**config.mk**
```make
export PLATFORM = sky130hd
export DESIGN_NAME = riscv_exu
export DESIGN_NICKNAME = d
export VERILOG_FILES = /design/src/source/riscv_pkg.sv /design/src/source/riscv_rfu.sv /design/src/source/riscv_dpu.sv /design/src/source/riscv_alu.sv /design/src/source/riscv_bru.sv /design/src/source/riscv_wbu.sv /design/src/source/riscv_exu.sv
export SDC_FILE = /design/constraint.sdc
export NUM_CORES = 2
export LEC_CHECK = 0
export ABC_AREA = 1
export BUFFER_PORTS_ARGS = -buffer_cell sky130_fd_sc_hd__buf_2
export CAP_MARGIN = 20
export CORE_UTILIZATION = 44
export CTS_CLUSTER_DIAMETER = 120
export DETAILED_ROUTE_END_ITERATION = 8
export SLEW_MARGIN = 30
export SYNTH_ARGS = -nofsm -noshare
export SYNTH_HDL_FRONTEND = slang
export SYNTH_HIERARCHICAL = 1
export SYNTH_SLANG_ARGS = --single-unit
```
**constraint.sdc**
```tcl
create_clock -name clk -period 25 [get_ports clk]
set_input_delay 1.25 -clock clk [delete_from_list [all_inputs] [get_ports clk]]
set_output_delay 1.25 -clock clk [all_outputs]
set_load 0.01 [all_outputs]
```
**src/source/riscv_pkg.sv**
```systemverilog
package riscv_pkg;

  //**************************************************
  // widths
  //**************************************************

  localparam int XLEN    = 32;
  localparam int REG_AW  = 5;
  localparam int ORDER_W = 64;
  localparam int INST_W  = 32;

  //**************************************************
  // operations
  //**************************************************

  // immediate forms share the register opcode, use_imm picks the operand
  typedef enum logic [4:0] {
    LUI,
    AUIPC,
    ADD,
    SUB,
    SLT,
    SLTU,
    XOR,
    OR,
    AND,
    SLL,
    SRL,
    SRA,
    JAL,
    JALR,
    BEQ,
    BNE,
    BLT,
    BGE,
    BLTU,
    BGEU
  } op_e;

  //**************************************************
  // pipeline records
  //**************************************************

  // decoder output, imm already sign extended
  typedef struct packed {
    logic [INST_W-1:0]  inst;
    logic [ORDER_W-1:0] order;
    logic [XLEN-1:0]    pc;
    logic               br_taken;
    logic [XLEN-1:0]    pred_pc_next;
    op_e                op;
    logic               use_imm;
    logic [XLEN-1:0]    imm;
    logic [REG_AW-1:0]  rs1;
    logic [REG_AW-1:0]  rs2;
    logic [REG_AW-1:0]  rd;
  } decode_t;

  // dispatched instruction with its operands
  typedef struct packed {
    logic [INST_W-1:0]  inst;
    logic [ORDER_W-1:0] order;
    logic [XLEN-1:0]    pc;
    logic               br_taken;
    logic [XLEN-1:0]    pred_pc_next;
    op_e                op;
    logic               use_imm;
    logic [XLEN-1:0]    imm;
    logic [REG_AW-1:0]  rs1;
    logic [REG_AW-1:0]  rs2;
    logic [REG_AW-1:0]  rd;
    logic [XLEN-1:0]    rs1_data;
    logic [XLEN-1:0]    rs2_data;
  } issue_t;

  typedef struct packed {
    logic [INST_W-1:0]  inst;
    logic [ORDER_W-1:0] order;
    logic [XLEN-1:0]    pc;
    logic [XLEN-1:0]    pc_next;
    logic [REG_AW-1:0]  rs1;
    logic [REG_AW-1:0]  rs2;
    logic [XLEN-1:0]    rs1_data;
    logic [XLEN-1:0]    rs2_data;
    logic               rd_wr;
    logic [REG_AW-1:0]  rd;
    logic [XLEN-1:0]    rd_data;
    logic               br;
    logic               br_taken;
    logic               br_miss;
  } retire_t;

endpackage

```
**src/source/riscv_rfu.sv**
```systemverilog
`timescale 1ns/1ps

module riscv_rfu #(
  parameter int NUM_REGS = 32
) (
  input  logic                         clk,
  input  logic                         reset,

  input  logic [riscv_pkg::REG_AW-1:0] rd_addr_a,
  input  logic [riscv_pkg::REG_AW-1:0] rd_addr_b,
  output logic [riscv_pkg::XLEN-1:0]   rd_data_a,
  output logic [riscv_pkg::XLEN-1:0]   rd_data_b,

  input  logic                         wr_en,
  input  logic [riscv_pkg::REG_AW-1:0] wr_addr,
  input  logic [riscv_pkg::XLEN-1:0]   wr_data
);

  logic [riscv_pkg::XLEN-1:0] regs [NUM_REGS];

  // x0 is never written, so it stays at its reset value
  always_ff @(posedge clk)
  begin
    if (reset)
    begin
      for (int i = 0; i < NUM_REGS; i++)
        regs[i] <= '0;
    end
    else if (wr_en && wr_addr != '0 && wr_addr < NUM_REGS)
      regs[wr_addr] <= wr_data;
  end

  // indices past NUM_REGS read as zero (RV32E)
  assign rd_data_a = (rd_addr_a != '0 && rd_addr_a < NUM_REGS) ? regs[rd_addr_a] : '0;
  assign rd_data_b = (rd_addr_b != '0 && rd_addr_b < NUM_REGS) ? regs[rd_addr_b] : '0;

endmodule

```
**src/source/riscv_dpu.sv**
```systemverilog
`timescale 1ns/1ps

module riscv_dpu (
  input  logic                         clk,
  input  logic                         reset,

  input  logic                         idu_vld,
  input  riscv_pkg::decode_t           idu_decode,

  output logic [riscv_pkg::REG_AW-1:0] rf_addr_a,
  output logic [riscv_pkg::REG_AW-1:0] rf_addr_b,
  input  logic [riscv_pkg::XLEN-1:0]   rf_data_a,
  input  logic [riscv_pkg::XLEN-1:0]   rf_data_b,

  input  logic                         exu_vld,
  input  riscv_pkg::retire_t           exu_retire,

  output logic                         alu_issue_vld,
  output logic                         bru_issue_vld,
  output riscv_pkg::issue_t            dpu_issue
);

  riscv_pkg::decode_t         dec_q;
  logic                       dec_vld_q;
  logic                       squash;
  logic                       fwd_a;
  logic                       fwd_b;
  logic                       is_bru;
  logic [riscv_pkg::XLEN-1:0] rs1_data;
  logic [riscv_pkg::XLEN-1:0] rs2_data;

  // a retiring mispredicted branch kills the held and the incoming instruction
  assign squash = exu_vld & exu_retire.br_miss;

  always_ff @(posedge clk)
  begin
    if (reset)
      dec_vld_q <= 1'b0;
    else
      dec_vld_q <= idu_vld & ~squash;
  end

  always_ff @(posedge clk)
  begin
    if (idu_vld)
      dec_q <= idu_decode;
  end

  //**************************************************
  // operand read with forwarding
  //**************************************************

  assign rf_addr_a = dec_q.rs1;
  assign rf_addr_b = dec_q.rs2;

  assign fwd_a = exu_vld & exu_retire.rd_wr & (exu_retire.rd != '0) & (exu_retire.rd == dec_q.rs1);
  assign fwd_b = exu_vld & exu_retire.rd_wr & (exu_retire.rd != '0) & (exu_retire.rd == dec_q.rs2);

  assign rs1_data = fwd_a ? exu_retire.rd_data : rf_data_a;
  assign rs2_data = fwd_b ? exu_retire.rd_data : rf_data_b;

  //**************************************************
  // unit select
  //**************************************************

  assign is_bru = dec_q.op inside {riscv_pkg::JAL, riscv_pkg::JALR,
                                   riscv_pkg::BEQ, riscv_pkg::BNE,
                                   riscv_pkg::BLT, riscv_pkg::BGE,
                                   riscv_pkg::BLTU, riscv_pkg::BGEU};

  assign alu_issue_vld = dec_vld_q & ~squash & ~is_bru;
  assign bru_issue_vld = dec_vld_q & ~squash & is_bru;

  always_comb
  begin
    dpu_issue.inst         = dec_q.inst;
    dpu_issue.order        = dec_q.order;
    dpu_issue.pc           = dec_q.pc;
    dpu_issue.br_taken     = dec_q.br_taken;
    dpu_issue.pred_pc_next = dec_q.pred_pc_next;
    dpu_issue.op           = dec_q.op;
    dpu_issue.use_imm      = dec_q.use_imm;
    dpu_issue.imm          = dec_q.imm;
    dpu_issue.rs1          = dec_q.rs1;
    dpu_issue.rs2          = dec_q.rs2;
    dpu_issue.rd           = dec_q.rd;
    dpu_issue.rs1_data     = rs1_data;
    dpu_issue.rs2_data     = rs2_data;
  end

endmodule

```
**src/source/riscv_alu.sv**
```systemverilog
`timescale 1ns/1ps

module riscv_alu (
  input  logic               clk,
  input  logic               reset,

  input  logic               issue_vld,
  input  riscv_pkg::issue_t  issue,

  output logic               alu_vld,
  output riscv_pkg::retire_t alu_retire
);

  logic [riscv_pkg::XLEN-1:0] op_a;
  logic [riscv_pkg::XLEN-1:0] op_b;
  logic [4:0]                 shamt;
  logic [riscv_pkg::XLEN-1:0] result;
  riscv_pkg::retire_t         retire_d;

  assign op_a  = issue.rs1_data;
  assign op_b  = issue.use_imm ? issue.imm : issue.rs2_data;
  assign shamt = op_b[4:0];

  always_comb
  begin
    case (issue.op)
      riscv_pkg::LUI:   result = issue.imm;
      riscv_pkg::AUIPC: result = issue.pc + issue.imm;
      riscv_pkg::ADD:   result = op_a + op_b;
      riscv_pkg::SUB:   result = op_a - op_b;
      riscv_pkg::SLT:   result = {{(riscv_pkg::XLEN-1){1'b0}}, $signed(op_a) < $signed(op_b)};
      riscv_pkg::SLTU:  result = {{(riscv_pkg::XLEN-1){1'b0}}, op_a < op_b};
      riscv_pkg::XOR:   result = op_a ^ op_b;
      riscv_pkg::OR:    result = op_a | op_b;
      riscv_pkg::AND:   result = op_a & op_b;
      riscv_pkg::SLL:   result = op_a << shamt;
      riscv_pkg::SRL:   result = op_a >> shamt;
      riscv_pkg::SRA:   result = $unsigned($signed(op_a) >>> shamt);
      default:          result = '0;
    endcase
  end

  always_comb
  begin
    retire_d.inst     = issue.inst;
    retire_d.order    = issue.order;
    retire_d.pc       = issue.pc;
    retire_d.pc_next  = issue.pc + 'd4;
    retire_d.rs1      = issue.rs1;
    retire_d.rs2      = issue.rs2;
    retire_d.rs1_data = issue.rs1_data;
    retire_d.rs2_data = issue.rs2_data;
    retire_d.rd_wr    = (issue.rd != '0);
    retire_d.rd       = issue.rd;
    retire_d.rd_data  = result;
    retire_d.br       = 1'b0;
    retire_d.br_taken = 1'b0;
    retire_d.br_miss  = 1'b0;
  end

  always_ff @(posedge clk)
  begin
    if (reset)
      alu_vld <= 1'b0;
    else
      alu_vld <= issue_vld;
  end

  always_ff @(posedge clk)
  begin
    if (issue_vld)
      alu_retire <= retire_d;
  end

endmodule

```
**src/source/riscv_bru.sv**
```systemverilog
`timescale 1ns/1ps

module riscv_bru (
  input  logic               clk,
  input  logic               reset,

  input  logic               issue_vld,
  input  riscv_pkg::issue_t  issue,

  output logic               bru_vld,
  output riscv_pkg::retire_t bru_retire
);

  logic                       taken;
  logic                       is_jump;
  logic [riscv_pkg::XLEN-1:0] pc_seq;
  logic [riscv_pkg::XLEN-1:0] target;
  logic [riscv_pkg::XLEN-1:0] pc_next;
  riscv_pkg::retire_t         retire_d;

  assign is_jump = (issue.op == riscv_pkg::JAL) || (issue.op == riscv_pkg::JALR);
  assign pc_seq  = issue.pc + 'd4;

  always_comb
  begin
    case (issue.op)
      riscv_pkg::JAL,
      riscv_pkg::JALR: taken = 1'b1;
      riscv_pkg::BEQ:  taken = issue.rs1_data == issue.rs2_data;
      riscv_pkg::BNE:  taken = issue.rs1_data != issue.rs2_data;
      riscv_pkg::BLT:  taken = $signed(issue.rs1_data) < $signed(issue.rs2_data);
      riscv_pkg::BGE:  taken = $signed(issue.rs1_data) >= $signed(issue.rs2_data);
      riscv_pkg::BLTU: taken = issue.rs1_data < issue.rs2_data;
      riscv_pkg::BGEU: taken = issue.rs1_data >= issue.rs2_data;
      default:         taken = 1'b0;
    endcase
  end

  // jalr target drops bit 0
  assign target  = (issue.op == riscv_pkg::JALR) ?
                   ((issue.rs1_data + issue.imm) & ~riscv_pkg::XLEN'(1)) :
                   (issue.pc + issue.imm);
  assign pc_next = taken ? target : pc_seq;

  always_comb
  begin
    retire_d.inst     = issue.inst;
    retire_d.order    = issue.order;
    retire_d.pc       = issue.pc;
    retire_d.pc_next  = pc_next;
    retire_d.rs1      = issue.rs1;
    retire_d.rs2      = issue.rs2;
    retire_d.rs1_data = issue.rs1_data;
    retire_d.rs2_data = issue.rs2_data;
    retire_d.rd_wr    = is_jump && (issue.rd != '0);
    retire_d.rd       = issue.rd;
    retire_d.rd_data  = is_jump ? pc_seq : '0;
    retire_d.br       = 1'b1;
    retire_d.br_taken = taken;
    retire_d.br_miss  = (pc_next != issue.pred_pc_next);
  end

  always_ff @(posedge clk)
  begin
    if (reset)
      bru_vld <= 1'b0;
    else
      bru_vld <= issue_vld;
  end

  always_ff @(posedge clk)
  begin
    if (issue_vld)
      bru_retire <= retire_d;
  end

endmodule

```
**src/source/riscv_wbu.sv**
```systemverilog
`timescale 1ns/1ps

module riscv_wbu (
  input  logic                          alu_vld,
  input  riscv_pkg::retire_t            alu_retire,
  input  logic                          bru_vld,
  input  riscv_pkg::retire_t            bru_retire,

  output logic                          exu_vld,
  output riscv_pkg::retire_t            exu_retire,
  output logic [riscv_pkg::ORDER_W-1:0] exu_order_next,

  output logic                          wr_en,
  output logic [riscv_pkg::REG_AW-1:0]  wr_addr,
  output logic [riscv_pkg::XLEN-1:0]    wr_data
);

  // only one unit finishes per cycle
  assign exu_vld        = alu_vld | bru_vld;
  assign exu_retire     = bru_vld ? bru_retire : alu_retire;
  assign exu_order_next = exu_retire.order + 'd1;

  assign wr_en   = exu_vld & exu_retire.rd_wr;
  assign wr_addr = exu_retire.rd;
  assign wr_data = exu_retire.rd_data;

endmodule

```
**src/source/riscv_exu.sv**
```systemverilog
`timescale 1ns/1ps

module riscv_exu #(
  parameter int NUM_REGS = 32
) (
  input  logic                          clk,
  input  logic                          reset,

  input  logic                          idu_vld,
  input  riscv_pkg::decode_t            idu_decode,

  output logic                          exu_vld,
  output riscv_pkg::retire_t            exu_retire,
  output logic [riscv_pkg::ORDER_W-1:0] exu_order_next
);

  logic [riscv_pkg::REG_AW-1:0] rf_addr_a;
  logic [riscv_pkg::REG_AW-1:0] rf_addr_b;
  logic [riscv_pkg::XLEN-1:0]   rf_data_a;
  logic [riscv_pkg::XLEN-1:0]   rf_data_b;
  logic                         wr_en;
  logic [riscv_pkg::REG_AW-1:0] wr_addr;
  logic [riscv_pkg::XLEN-1:0]   wr_data;

  logic                         alu_issue_vld;
  logic                         bru_issue_vld;
  riscv_pkg::issue_t            dpu_issue;

  logic                         alu_vld;
  riscv_pkg::retire_t           alu_retire;
  logic                         bru_vld;
  riscv_pkg::retire_t           bru_retire;

  riscv_rfu #(
    .NUM_REGS (NUM_REGS)
  ) u_rfu (
    .clk       (clk),
    .reset     (reset),
    .rd_addr_a (rf_addr_a),
    .rd_addr_b (rf_addr_b),
    .rd_data_a (rf_data_a),
    .rd_data_b (rf_data_b),
    .wr_en     (wr_en),
    .wr_addr   (wr_addr),
    .wr_data   (wr_data)
  );

  riscv_dpu u_dpu (
    .clk           (clk),
    .reset         (reset),
    .idu_vld       (idu_vld),
    .idu_decode    (idu_decode),
    .rf_addr_a     (rf_addr_a),
    .rf_addr_b     (rf_addr_b),
    .rf_data_a     (rf_data_a),
    .rf_data_b     (rf_data_b),
    .exu_vld       (exu_vld),
    .exu_retire    (exu_retire),
    .alu_issue_vld (alu_issue_vld),
    .bru_issue_vld (bru_issue_vld),
    .dpu_issue     (dpu_issue)
  );

  riscv_alu u_alu (
    .clk        (clk),
    .reset      (reset),
    .issue_vld  (alu_issue_vld),
    .issue      (dpu_issue),
    .alu_vld    (alu_vld),
    .alu_retire (alu_retire)
  );

  riscv_bru u_bru (
    .clk        (clk),
    .reset      (reset),
    .issue_vld  (bru_issue_vld),
    .issue      (dpu_issue),
    .bru_vld    (bru_vld),
    .bru_retire (bru_retire)
  );

  riscv_wbu u_wbu (
    .alu_vld        (alu_vld),
    .alu_retire     (alu_retire),
    .bru_vld        (bru_vld),
    .bru_retire     (bru_retire),
    .exu_vld        (exu_vld),
    .exu_retire     (exu_retire),
    .exu_order_next (exu_order_next),
    .wr_en          (wr_en),
    .wr_addr        (wr_addr),
    .wr_data        (wr_data)
  );

endmodule

```
==> reports/results.md <==
| Parameter | Reported | Unit |
|:---|:---|:---|
| Area inside the core boundary | 246,200 | um^2 |
| Kind of end point of the critical path | register | - |
| Cell type of the slowest stage on the worst timing path | buf_4 | - |
| Final min period | 10.08 | ns |
| Achievable clock frequency | 99.17 | MHz |
| Proportion of layout cells with a drive suffix above 1 | 8.782 | % |
| Final setup skew | 0.08622 | ns |
| Cell count after synthesis | 14,281 | - |
| Min Hold Slack | 0.4407 | ns |
| Maximum fanout count along the critical path | 154 | - |
| Most common cell after layout, fill and taps aside | nand2_1 | - |
| Final sum of negative setup slack | 0 | ns |
| Cell row count | 182 | - |
| DP Wirelength | 322,000 | um |
| Horizontal die dimension | 500.1 | um |
| H-tree Lvls | 4 | - |
| Total number of clock tree sinks | 1,784 | - |
| DRC marker count from the first detailed-route iteration | 14,914 | - |
| Maximum buffer depth of the clock tree | 3 | - |
| Cell area after synthesis | 109,100 | um^2 |
| Via-to-Cell Ratio | 5.803 | - |
| Port bufs | 555 | - |
| First-pass GRT wire length | 673,300 | um |
| Slew Viols, Final | 0 | - |
| Number of iterations in the first detailed-routing pass | 6 | - |
| Critical Path Source Type | register | - |
| Setup repair after global routing missed its margin | false | - |
| Post-cts sizing count | 0 | - |
| Required time worst endpoint | 25.58 | ns |
| Avg Inst Size Synth | 7.643 | um^2 |
| Max transition margin | 20.80 | % |
| DR DRC count | 0 | - |
| Antenna violations before repair | 43 | - |
| Via count of the first global-routing pass | 93,892 | - |
| Average detailed-routed wire length per instance | 26.84 | um |
| Final WL | 480,900 | um |
| Net count, final | 14,866 | - |
| Max-cap violations | 0 | - |
| Maximum number of pins on one net before global-route repair | 155 | - |
| Die height | 500.1 | um |
| Initial core utilization | 44.34 | % |
| Final setup violating endpoints | 0 | - |
| GPL Wtd Cong | 1.046 | - |
| Clock tree from TritonCTS | built | - |
| Critical path's largest stage delay | 0.87 | ns |
| Synth-to-layout area growth | 10.55 | % |
| Most frequent cells in the layout | nand2_1 (4,606), nor2_1 (2,420), edfxtp_1 (1,781) | - |
| Final ANT Viol Nets | 0 | - |
| HP Class | reg2reg | - |
| Total CTS buffers | 200 | - |
| Static leakage power | 53.05 | nW |
| Overflow left after global routing | 0 | - |
| Final period util | 40.34 | % |
| Outcome | completed | - |
| CTS hold repair buffers | 0 | - |
| Via Count | 103,959 | - |
| Worst ir drop on vdd | 65.39 | uV |
| Library cell appearing most often on the critical path | nand2_1 | - |
| Worst slew pin tran | 1.188 | ns |
| Master cell of the clock root buffer | clkbuf_16 | - |
| Number of primary I/O pins | 557 | - |
| Power per unit of standard cell area | 73.17 | nW/um^2 |
| Buffer count from post-CTS setup fixing | 0 | - |
| Total routing usage reported by global routing | 37.29 | % |
| Type of the setup path with the least slack | reg2reg | - |
| Clock slew seen by the registers of the worst setup and hold paths | 0.06 | ns |
| CP arrival | 10.66 | ns |
| Final hold vios | 0 | - |
| Die area | 250,100 | um^2 |
| Clk Latency, worst-skew pair | 0.90 | ns |
| Count of filler cells inserted in the layout | 24,099 | - |
| Total of warnings raised by yosys | 6 | - |
[cell type report]
cell class | count | area (um^2) | area share [%]
Antenna cell | 27 | 67.56 | 0.05600
Clock inverter | 128 | 1349 | 1.118
Clock buffer | 237 | 5165 | 4.281
Tap cell | 3312 | 4144 | 3.435
Timing Repair Buffer | 787 | 4802 | 3.980
Inverter | 976 | 3712 | 3.077
Multi-Input combinational cell | 10663 | 47870 | 39.68
Sequential cell | 1784 | 53550 | 44.38
[sequential cells by signal, indices dropped and copies added (netlist names)]
register	flops
u_alu/alu_retire	270
u_alu/alu_vld	1
u_bru/bru_retire	274
u_bru/bru_vld	1
u_dpu/dec_vld_q	1
u_dpu/dpu_issue	203
u_dpu/rf_addr_a	5
u_dpu/rf_addr_b	5
u_rfu/regs	1024
[through the flow]
stage / instances / total power, mW / cell area [um^2] / util [%] / setup slack (ns)
after detailed placement: 17519 / 5.835 / 114000 / 46.31 / 15.36
after floorplan: 14314 / 4.952 / 109300 / - / 9.568
after global routing: 17897 / 9.114 / 120600 / 49.00 / 14.56
after CTS: 17884 / 8.765 / 120500 / 48.95 / 15.34
after global placement: 17518 / 5.835 / 114000 / 46.30 / 15.29
final: 17914 / 8.829 / 120700 / 49.02 / 14.92
[layer usage]
metal,global-route usage [%],vias to the layer above,share of wire (%)
met2,56.03,6624,43
met1,50.30,49142,39
met3,6.755,1208,11
met5,0,-,0.022
li1,-,46971,-
met4,21.77,14,6.4
[critical path, delay by kind of cell (launching register included)]
kind                     cells  cell delay (ns)
adder cells (fa/ha/maj)      1             0.26
flip-flops                   1             0.41
AO/OA/AOI/OAI                2             0.20
AND/OR/NAND/NOR             25             4.76
buffers and inverters        8             3.59
[power by group]
part / internal, mW / switching (mW)
clock: 1.66 / 1.30
sequential: 3.46 / 0.0892
combinational: 0.564 / 1.76
[worst paths after layout]
check	start	endpoint	slack, ns	cells past startpoint
min	u_dpu/dpu_issue[217]	u_alu/alu_retire[214]	0.44	0
min reg2reg	u_dpu/dpu_issue[217]	u_alu/alu_retire[214]	0.44	0
max	u_dpu/rf_addr_b[0]	u_bru/bru_retire[0]	14.92	36
max reg2reg	u_dpu/rf_addr_b[0]	u_bru/bru_retire[0]	14.92	36
(Power assumes the default switching activity.)
